File: src/hdl/pit_pkg.sv
package pit_pkg;

	// ==============================
	// sizes
	// ==============================

	// number of timers and counter width
	localparam int NTIMER = 4;
	localparam int CNT_W  = 32;

	// bus word address and data widths
	localparam int ADDR_W = 7;
	localparam int DATA_W = 32;

	// low address bits pick the register inside a timer group
	localparam int OFS_W  = 2;
	// timer select bits right above the offset
	localparam int TSEL_W = $clog2(NTIMER);
	// upper bits name the group of four words
	localparam int GRP_W  = ADDR_W - OFS_W;

	// ==============================
	// register map
	// ==============================

	// per-timer offsets, timer n sits at words n*4 .. n*4+3
	localparam logic [OFS_W-1:0] REG_COUNT = 2'd0;
	localparam logic [OFS_W-1:0] REG_MAX   = 2'd1;
	localparam logic [OFS_W-1:0] REG_ON    = 2'd2;
	localparam logic [OFS_W-1:0] REG_CTRL  = 2'd3;

	// global registers above the timer groups
	localparam logic [ADDR_W-1:0] REG_UFLOW     = 7'h40;
	localparam logic [ADDR_W-1:0] REG_SYNC      = 7'h41;
	localparam logic [ADDR_W-1:0] REG_IE        = 7'h42;
	localparam logic [ADDR_W-1:0] REG_OUT       = 7'h43;
	localparam logic [ADDR_W-1:0] REG_IGATE     = 7'h44;
	localparam logic [ADDR_W-1:0] REG_IGATE_SET = 7'h45;
	localparam logic [ADDR_W-1:0] REG_IGATE_CLR = 7'h46;

	// control word bit positions
	localparam int CTRL_LD  = 0;
	localparam int CTRL_CE  = 1;
	localparam int CTRL_AR  = 2;
	localparam int CTRL_XC  = 3;
	localparam int CTRL_GE  = 4;
	localparam int CTRL_NOW = 7;

endpackage

File: src/hdl/pit_timer_if.sv
`timescale 1ns/10ps

interface pit_timer_if;
	import pit_pkg::*;

	// holding side, written over the bus
	logic             apply;
	logic [CNT_W-1:0] hold_max;
	logic [CNT_W-1:0] hold_on;
	logic             hold_ld;
	logic             hold_ce;
	logic             hold_ar;
	logic             hold_xc;
	logic             hold_ge;
	// internal gate bit for this timer
	logic             igate_en;

	// active side, kept by the channel
	logic [CNT_W-1:0] count;
	logic [CNT_W-1:0] max_q;
	logic [CNT_W-1:0] on_q;
	logic             ce_q;
	logic             ar_q;
	logic             xc_q;
	logic             ge_q;
	logic             out_q;
	// single cycle at terminal count
	logic             uflow;

	modport regs (
		output apply, hold_max, hold_on, hold_ld, hold_ce, hold_ar, hold_xc, hold_ge, igate_en,
		input  count, max_q, on_q, ce_q, ar_q, xc_q, ge_q, out_q, uflow
	);

	modport chan (
		input  apply, hold_max, hold_on, hold_ld, hold_ce, hold_ar, hold_xc, hold_ge, igate_en,
		output count, max_q, on_q, ce_q, ar_q, xc_q, ge_q, out_q, uflow
	);

endinterface

File: src/hdl/pit_ext_sync.sv
`timescale 1ns/10ps

module pit_ext_sync (
	input  logic                       clk,
	input  logic                       rst,
	input  logic [pit_pkg::NTIMER-1:0] ext_clk_i,
	input  logic [pit_pkg::NTIMER-1:0] gate_i,
	output logic [pit_pkg::NTIMER-1:0] ext_pulse_o,
	output logic [pit_pkg::NTIMER-1:0] gate_o
);
	import pit_pkg::*;

	// external clock path, two sync stages then edge detect
	logic [NTIMER-1:0] clk_meta;
	logic [NTIMER-1:0] clk_sync;
	logic [NTIMER-1:0] clk_last;
	logic [NTIMER-1:0] pulse_q;
	// gate path, two sync stages only
	logic [NTIMER-1:0] gate_meta;
	logic [NTIMER-1:0] gate_sync;

	always_ff @(posedge clk) begin
		if (rst) begin
			clk_meta  <= '0;
			clk_sync  <= '0;
			clk_last  <= '0;
			pulse_q   <= '0;
			gate_meta <= '0;
			gate_sync <= '0;
		end else begin
			clk_meta  <= ext_clk_i;
			clk_sync  <= clk_meta;
			clk_last  <= clk_sync;
			// rising edge seen after sync, one cycle wide
			pulse_q   <= clk_sync & ~clk_last;
			gate_meta <= gate_i;
			gate_sync <= gate_meta;
		end
	end

	assign ext_pulse_o = pulse_q;
	assign gate_o      = gate_sync;

endmodule

File: src/hdl/pit_channel.sv
`timescale 1ns/10ps

module pit_channel (
	input  logic          clk,
	input  logic          rst,
	pit_timer_if.chan     tmr,
	input  logic          ext_pulse_i,
	input  logic          gate_i
);

	// load request, lives one cycle after an apply
	logic ld_q;
	// count step qualifier
	logic step;

	// ce gates everything
	// xc waits for an external edge
	// ge needs both the pin gate and the internal gate
	assign step = tmr.ce_q
		& (~tmr.xc_q | ext_pulse_i)
		& (~tmr.ge_q | (gate_i & tmr.igate_en));

	// ==============================
	// counter and output
	// ==============================

	always_ff @(posedge clk) begin
		if (rst) begin
			tmr.count <= '0;
			tmr.max_q <= '0;
			tmr.on_q  <= '0;
			ld_q      <= 1'b0;
			tmr.ce_q  <= 1'b0;
			tmr.ar_q  <= 1'b1;
			tmr.xc_q  <= 1'b0;
			tmr.ge_q  <= 1'b0;
			tmr.out_q <= 1'b0;
			tmr.uflow <= 1'b0;
		end else begin
			tmr.uflow <= 1'b0;
			ld_q      <= 1'b0;
			if (ld_q) begin
				// load has priority over counting
				tmr.count <= tmr.max_q;
			end else if (step) begin
				tmr.count <= tmr.count - 1'b1;
				if (tmr.count == tmr.on_q) begin
					tmr.out_q <= 1'b1;
				end else if (tmr.count == '0) begin
					tmr.out_q <= 1'b0;
					tmr.uflow <= 1'b1;
					// periodic mode reloads, one-shot stops and wraps to all ones
					if (tmr.ar_q)
						tmr.count <= tmr.max_q;
					else
						tmr.ce_q <= 1'b0;
				end
			end
			// held settings become active, load follows next cycle
			if (tmr.apply) begin
				tmr.max_q <= tmr.hold_max;
				tmr.on_q  <= tmr.hold_on;
				ld_q      <= tmr.hold_ld;
				tmr.ce_q  <= tmr.hold_ce;
				tmr.ar_q  <= tmr.hold_ar;
				tmr.xc_q  <= tmr.hold_xc;
				tmr.ge_q  <= tmr.hold_ge;
			end
		end
	end

	// ==============================
	// checks
	// ==============================

	// terminal count only comes from a step taken while enabled
	a_uflow_needs_ce: assert property (@(posedge clk) disable iff (rst)
		tmr.uflow |-> $past(tmr.ce_q));

	// register block keeps apply quiet across reset
	a_no_apply_in_rst: assert property (@(posedge clk)
		rst |=> !tmr.apply);

endmodule

File: src/hdl/pit_regfile.sv
`timescale 1ns/10ps

module pit_regfile (
	input  logic                       clk,
	input  logic                       rst,
	input  logic                       req_i,
	input  logic                       we_i,
	input  logic [pit_pkg::ADDR_W-1:0] addr_i,
	input  logic [pit_pkg::DATA_W-1:0] wdata_i,
	output logic [pit_pkg::DATA_W-1:0] rdata_o,
	output logic                       ack_o,
	output logic                       irq_o,
	pit_timer_if.regs                  tmr [pit_pkg::NTIMER]
);
	import pit_pkg::*;

	logic              wr_en;
	logic              wr_sync;
	// global state
	logic [NTIMER-1:0] ie;
	logic [NTIMER-1:0] igate;
	logic [NTIMER-1:0] uflow_st;
	logic [NTIMER-1:0] irq_f;
	// bus response
	logic              ack_q;
	logic [DATA_W-1:0] rdata_q;
	logic [DATA_W-1:0] rd_mux;
	logic [TSEL_W-1:0] tsel;
	// channel status gathered into plain arrays for indexing
	logic [CNT_W-1:0]  cnt_a [NTIMER];
	logic [CNT_W-1:0]  max_a [NTIMER];
	logic [CNT_W-1:0]  on_a  [NTIMER];
	logic [NTIMER-1:0] ce_v;
	logic [NTIMER-1:0] ar_v;
	logic [NTIMER-1:0] xc_v;
	logic [NTIMER-1:0] ge_v;
	logic [NTIMER-1:0] out_v;
	logic [NTIMER-1:0] uflow_v;

	assign wr_en   = req_i & we_i;
	assign wr_sync = wr_en & (addr_i == REG_SYNC);
	assign tsel    = addr_i[OFS_W +: TSEL_W];

	// ==============================
	// per-timer holding registers
	// ==============================

	for (genvar g = 0; g < NTIMER; g++) begin : g_tmr
		logic             hit;
		logic [CNT_W-1:0] max_h;
		logic [CNT_W-1:0] on_h;
		logic             ld_h;
		logic             ce_h;
		logic             ar_h;
		logic             xc_h;
		logic             ge_h;
		logic             apply_q;
		// apply came from the sync register
		logic             sync_q;

		assign hit = wr_en & (addr_i[ADDR_W-1:OFS_W] == GRP_W'(g));

		always_ff @(posedge clk) begin
			if (rst) begin
				max_h   <= '0;
				on_h    <= '0;
				ld_h    <= 1'b0;
				ce_h    <= 1'b0;
				ar_h    <= 1'b1;
				xc_h    <= 1'b0;
				ge_h    <= 1'b0;
				apply_q <= 1'b0;
				sync_q  <= 1'b0;
			end else begin
				apply_q <= (hit & (addr_i[OFS_W-1:0] == REG_CTRL) & wdata_i[CTRL_NOW])
					| (wr_sync & wdata_i[g]);
				sync_q  <= wr_sync & wdata_i[g];
				// held load is one use only after a sync apply
				if (sync_q)
					ld_h <= 1'b0;
				if (hit) begin
					case (addr_i[OFS_W-1:0])
						REG_MAX: max_h <= wdata_i[CNT_W-1:0];
						REG_ON:  on_h  <= wdata_i[CNT_W-1:0];
						REG_CTRL: begin
							ld_h <= wdata_i[CTRL_LD];
							ce_h <= wdata_i[CTRL_CE];
							ar_h <= wdata_i[CTRL_AR];
							xc_h <= wdata_i[CTRL_XC];
							ge_h <= wdata_i[CTRL_GE];
						end
						default: ;
					endcase
				end
			end
		end

		assign tmr[g].apply    = apply_q;
		assign tmr[g].hold_max = max_h;
		assign tmr[g].hold_on  = on_h;
		assign tmr[g].hold_ld  = ld_h;
		assign tmr[g].hold_ce  = ce_h;
		assign tmr[g].hold_ar  = ar_h;
		assign tmr[g].hold_xc  = xc_h;
		assign tmr[g].hold_ge  = ge_h;
		assign tmr[g].igate_en = igate[g];

		assign cnt_a[g]   = tmr[g].count;
		assign max_a[g]   = tmr[g].max_q;
		assign on_a[g]    = tmr[g].on_q;
		assign ce_v[g]    = tmr[g].ce_q;
		assign ar_v[g]    = tmr[g].ar_q;
		assign xc_v[g]    = tmr[g].xc_q;
		assign ge_v[g]    = tmr[g].ge_q;
		assign out_v[g]   = tmr[g].out_q;
		assign uflow_v[g] = tmr[g].uflow;
	end

	// ==============================
	// read mux
	// ==============================

	always_comb begin
		rd_mux = '0;
		if (addr_i[ADDR_W-1:OFS_W+TSEL_W] == '0) begin
			case (addr_i[OFS_W-1:0])
				REG_COUNT: rd_mux[CNT_W-1:0] = cnt_a[tsel];
				REG_MAX:   rd_mux[CNT_W-1:0] = max_a[tsel];
				REG_ON:    rd_mux[CNT_W-1:0] = on_a[tsel];
				REG_CTRL: begin
					// ld always reads back zero
					rd_mux[CTRL_CE] = ce_v[tsel];
					rd_mux[CTRL_AR] = ar_v[tsel];
					rd_mux[CTRL_XC] = xc_v[tsel];
					rd_mux[CTRL_GE] = ge_v[tsel];
				end
				default: ;
			endcase
		end else begin
			case (addr_i)
				REG_UFLOW: rd_mux[NTIMER-1:0] = uflow_st;
				REG_IE:    rd_mux[NTIMER-1:0] = ie;
				REG_OUT:   rd_mux[NTIMER-1:0] = out_v;
				REG_IGATE: rd_mux[NTIMER-1:0] = igate;
				// write-only masks and holes read zero
				default: ;
			endcase
		end
	end

	// ==============================
	// global registers and response
	// ==============================

	always_ff @(posedge clk) begin
		if (rst) begin
			ie       <= '0;
			igate    <= '0;
			uflow_st <= '0;
			irq_f    <= '0;
			ack_q    <= 1'b0;
			rdata_q  <= '0;
		end else begin
			ack_q   <= req_i;
			rdata_q <= (req_i & ~we_i) ? rd_mux : '0;
			if (wr_en) begin
				case (addr_i)
					REG_UFLOW: begin
						// acknowledge also drops the enable
						uflow_st <= uflow_st & ~wdata_i[NTIMER-1:0];
						irq_f    <= irq_f & ~wdata_i[NTIMER-1:0];
						ie       <= ie & ~wdata_i[NTIMER-1:0];
					end
					REG_IE:        ie    <= wdata_i[NTIMER-1:0];
					REG_IGATE:     igate <= wdata_i[NTIMER-1:0];
					REG_IGATE_SET: igate <= igate | wdata_i[NTIMER-1:0];
					REG_IGATE_CLR: igate <= igate & ~wdata_i[NTIMER-1:0];
					default: ;
				endcase
			end
			// a fresh underflow wins over a clear in the same cycle
			for (int i = 0; i < NTIMER; i++) begin
				if (uflow_v[i]) begin
					uflow_st[i] <= 1'b1;
					if (ie[i])
						irq_f[i] <= 1'b1;
				end
			end
		end
	end

	assign ack_o   = ack_q;
	assign rdata_o = rdata_q;
	assign irq_o   = |irq_f;

	// every ack answers the request of the previous cycle
	a_ack_after_req: assert property (@(posedge clk) disable iff (rst)
		ack_o |-> $past(req_i));

endmodule

File: src/hdl/pit_top.sv
`timescale 1ns/10ps

module pit_top (
	input  logic                       clk,
	input  logic                       rst,
	input  logic                       req_i,
	input  logic                       we_i,
	input  logic [pit_pkg::ADDR_W-1:0] addr_i,
	input  logic [pit_pkg::DATA_W-1:0] wdata_i,
	input  logic [pit_pkg::NTIMER-1:0] ext_clk_i,
	input  logic [pit_pkg::NTIMER-1:0] gate_i,
	output logic [pit_pkg::DATA_W-1:0] rdata_o,
	output logic                       ack_o,
	output logic                       irq_o,
	output logic [pit_pkg::NTIMER-1:0] out_o
);
	import pit_pkg::*;

	// synchronized external inputs
	logic [NTIMER-1:0] ext_pulse;
	logic [NTIMER-1:0] gate_q;

	// one link per timer between register block and channel
	pit_timer_if tmr_if [NTIMER] ();

	pit_ext_sync u_sync (
		.clk         (clk),
		.rst         (rst),
		.ext_clk_i   (ext_clk_i),
		.gate_i      (gate_i),
		.ext_pulse_o (ext_pulse),
		.gate_o      (gate_q)
	);

	pit_regfile u_regs (
		.clk     (clk),
		.rst     (rst),
		.req_i   (req_i),
		.we_i    (we_i),
		.addr_i  (addr_i),
		.wdata_i (wdata_i),
		.rdata_o (rdata_o),
		.ack_o   (ack_o),
		.irq_o   (irq_o),
		.tmr     (tmr_if)
	);

	// ==============================
	// timer channels
	// ==============================

	for (genvar g = 0; g < NTIMER; g++) begin : g_chan
		pit_channel u_chan (
			.clk         (clk),
			.rst         (rst),
			.tmr         (tmr_if[g]),
			.ext_pulse_i (ext_pulse[g]),
			.gate_i      (gate_q[g])
		);
		assign out_o[g] = tmr_if[g].out_q;
	end

endmodule

File: config.mk
export PLATFORM = sky130hd
export DESIGN_NAME = pit_top
export DESIGN_NICKNAME = d
export VERILOG_FILES = /design/src/hdl/pit_pkg.sv /design/src/hdl/pit_timer_if.sv /design/src/hdl/pit_ext_sync.sv /design/src/hdl/pit_channel.sv /design/src/hdl/pit_regfile.sv /design/src/hdl/pit_top.sv
export SDC_FILE = /design/constraint.sdc
export NUM_CORES = 2
export LEC_CHECK = 0
export BUFFER_PORTS_ARGS = -buffer_cell sky130_fd_sc_hd__buf_4
export CAP_MARGIN = 20
export CORE_MARGIN = 2
export CORE_UTILIZATION = 55
export DETAILED_ROUTE_END_ITERATION = 10
export HOLD_SLACK_MARGIN = 0.03
export PLACE_DENSITY = 0.72
export SETUP_SLACK_MARGIN = 0.5
export SYNTH_ARGS = -nofsm -noshare
export SYNTH_HDL_FRONTEND = slang
export SYNTH_SLANG_ARGS = --single-unit
File: constraint.sdc
create_clock -name clk -period 3.2 [get_ports clk]
set_clock_uncertainty 0.05 [all_clocks]
set_input_delay 0 -clock clk [delete_from_list [all_inputs] [get_ports clk]]
set_output_delay 0 -clock clk [all_outputs]
set_load 0.1 [all_outputs]
==> results.sh <==
export IMPL_status="finished clean"
export IMPL_syn_num_nets=4043
export IMPL_cts_buffers=81
export IMPL_start_kind="flop"
export IMPL_ir_drop_v=0.000513
export IMPL_die_h_um=257
export IMPL_fp_dieArea_um2=65900
export IMPL_clkLatencyLatePin_ps=640
export IMPL_ys_seq_area_share_pct=43.8
export IMPL_met1_length_mm=59.3
export IMPL_tritoncts="built"
export IMPL_hold_violations=0
export IMPL_powerDensity_nw_per_um2=480
export IMPL_leakage_nw=15.5
export IMPL_multi_input_area_um2=18800
export IMPL_antenna_found_initial=6
export IMPL_critPathKind="reg -> reg"
export IMPL_core_area_um2=63100
export IMPL_grt_pass1_vias=30200
export IMPL_synthesis_area_um2=35100
export IMPL_hold_ws_ps=87.6
export IMPL_yosysTopAreaCell="dfxtp_1"
export IMPL_drc=0
export IMPL_tightestPinTransition_ps=1050
export IMPL_fmax_ghz=0.361
export IMPL_ys_ff_latch=769
export IMPL_regArea_um2=15500
export IMPL_synth_area_per_cell_um2=8.81
export IMPL_grt_max_degree=179
export IMPL_grt_pass1_wl_mm=214
export IMPL_wl_met2_mm=63.4
export IMPL_hold_path_depth=3
export IMPL_slew_violations=0
export IMPL_start_util_pct=55.7
export IMPL_boundaryPins=89
export IMPL_worstPathRequired_ps=3670
export IMPL_syn2layout_area_growth_pct=19.4
export IMPL_synth_flop_cell="dfxtp_1"
export IMPL_yosysMostFrequentCell="dfxtp_1"
export IMPL_synth_cells=3988
export IMPL_yosys_top_cells_count="769 x dfxtp_1, 660 x nand2_1, 475 x nor2_1"
export IMPL_dr_wl_met3_mm=18.0
export IMPL_synth_edff_count=0
export IMPL_pre_cts_ws_ps=253
export IMPL_vias=33000
export IMPL_cp_data_arrival_time_ps=3240
export IMPL_yosys_top_cells_area="dfxtp_1 44%, mux2i_1 9.2%, nand2_1 7.1%"
export IMPL_drt_wirelength_per_cell_um=29.5
export IMPL_cp_end_kind="flop"
export IMPL_yosys_warnings=0
export IMPL_via_per_inst=6.51
export IMPL_cts_buffer_depth=3
export IMPL_maxCapViolations=0
export IMPL_htree_levels=3
export IMPL_period_minus_slack_ps=2770
export IMPL_fin_area_um2=41900
export IMPL_drive_gt1_share_pct=19.0
export IMPL_synth_cell_types=97
export IMPL_ant_nets=0
export IMPL_rsz0062_at_grt="yes"
export IMPL_final_nets=4214
export IMPL_drtIter0Drc=5509
export IMPL_fillers=5170
export IMPL_setup_viol_count_final=0
export IMPL_wl_mm=150
export IMPL_timing_final_ws_setup_ps=433
export IMPL_dpl_hpwl_mm=108
export IMPL_yosysTopAreaCellShare_pct=43.8
export IMPL_slew_headroom_pct=29.1
export IMPL_ff2ff_path_depth=7
export IMPL_cts_sinks=769
export IMPL_crit_fanout=8
export IMPL_port_buffers=88
export IMPL_hold_class="in -> reg"
export IMPL_finalSetupTns_ps=0
export IMPL_drt_pass1_iter_count=6
export IMPL_clk_pin_slew_ps=60
export IMPL_die_w_um=257
export IMPL_async_reset_ff_share_pct=0
export IMPL_rows=92
export IMPL_gp_congestion=1.12
export IMPL_dpl_cell_area_um2=37500
export IMPL_grt_ovfl_total=0
export IMPL_min_period_over_period_pct=86.5
export IMPL_grt_usage_pct=44.2
export IMPL_clk_root_buffer_cell="clkbuf_16"
export IMPL_topRoutingLayerUsed="met5"
## critical path, stage by stage, from the launching register on
cell and delay (ps):
dfxtp_4 340, or4_4 570, or3_4 440, or4_4 440, a21oi_4 170, nor2_4 120
buf_6 210, o311a_1 310
## cell type report
cell class	instances	area share [%]
repair buffers	427	8.69
inverters	43	0.385
diodes	4	0.0239
clock buffers	114	5.54
well taps	846	2.52
clock inverters	35	1.09
multi-input cells	2837	44.9
flip-flops and latches	769	36.9
## timing repair
item,4_1_cts,5_1_grt
endpoints found under the hold margin,341,0
resized for setup,44,133
pin swaps,13,37
hold buffers,52,0
endpoints found under the setup margin,88,136
buffers inserted,11,34
cloned,0,3
## placed cells by master (no fill, tap or decap), types with 23 or more instances in the layout
| master | n |
|---|---|
| nand4_1 | 35 |
| nand3_1 | 83 |
| dfxtp_1 | 734 |
| clkbuf_16 | 84 |
| a31oi_1 | 48 |
| buf_4 | 336 |
| or3_1 | 23 |
| nor2b_1 | 35 |
| inv_1 | 39 |
| dlygate4sd3_1 | 52 |
| mux2i_1 | 324 |
| mux4_2 | 103 |
| o21ai_0 | 52 |
| dfxtp_2 | 24 |
| xor2_1 | 98 |
| a21oi_1 | 351 |
| nor2_1 | 462 |
| nor3_1 | 74 |
| nor4_2 | 23 |
| xnor2_1 | 31 |
| nand2_1 | 656 |
| nor4_1 | 44 |
## layer usage
layer | up-vias | GRT usage [%]
met4 | 4 | 22.4
li1 | 14400 | -
met2 | 2231 | 64.9
met1 | 15900 | 60.3
met3 | 501 | 11.0
met5 | - | 0
## state kept, by name (all words and copies together) (netlist names), 32 cells and up
signal                   flops
g_chan.u_chan.tmr.count    128
g_chan.u_chan.tmr.on_q     128
u_regs.rdata_o              32
u_regs.tmr.hold_on         128
u_regs.tmr.hold_max        128
g_chan.u_chan.tmr.max_q    128
## final timing paths
kind	startpoint	end	slack, ps
min reg2reg	u_sync.clk_last[2]	u_sync.ext_pulse_o[2]	330
max reg2reg	g_chan[1].u_chan.tmr.count[15]	g_chan[1].u_chan.tmr.count[18]	430
max	g_chan[1].u_chan.tmr.count[15]	g_chan[1].u_chan.tmr.count[18]	430
min	ext_clk_i[2]	u_sync.clk_meta[2]	90
## cell families after synthesis
| logic type | after synthesis | synth area share (%) |
|---|---|---|
| flops | 769 | 43.8 |
| buf+inv | 382 | 4.38 |
| compound gates | 666 | 11.7 |
| xor+xnor | 134 | 3.34 |
| fa+ha+maj | 4 | 0.143 |
| mux | 431 | 16.0 |
| simple gates | 1602 | 20.6 |
## metrics by stage
step | utilization [%] | cells | total power, mW
floorplan | - | 3988 | 10.2
finish | 66.5 | 5075 | 20.1
detailed placement | 59.5 | 4822 | 10.4
global route | 66.5 | 5073 | 20.5
global placement | 59.5 | 4822 | 10.4
CTS | 65.2 | 5034 | 20.1
## report_power, final
group	leakage, nW	internal, mW	total (mW)	switching [mW]
combinational	7.89	0.195	0.635	0.440
sequential	6.22	9.58	9.58	0.00647
clock	1.35	5.76	9.89	4.13
No activity file was read; power rests on OpenSTA's default activity.
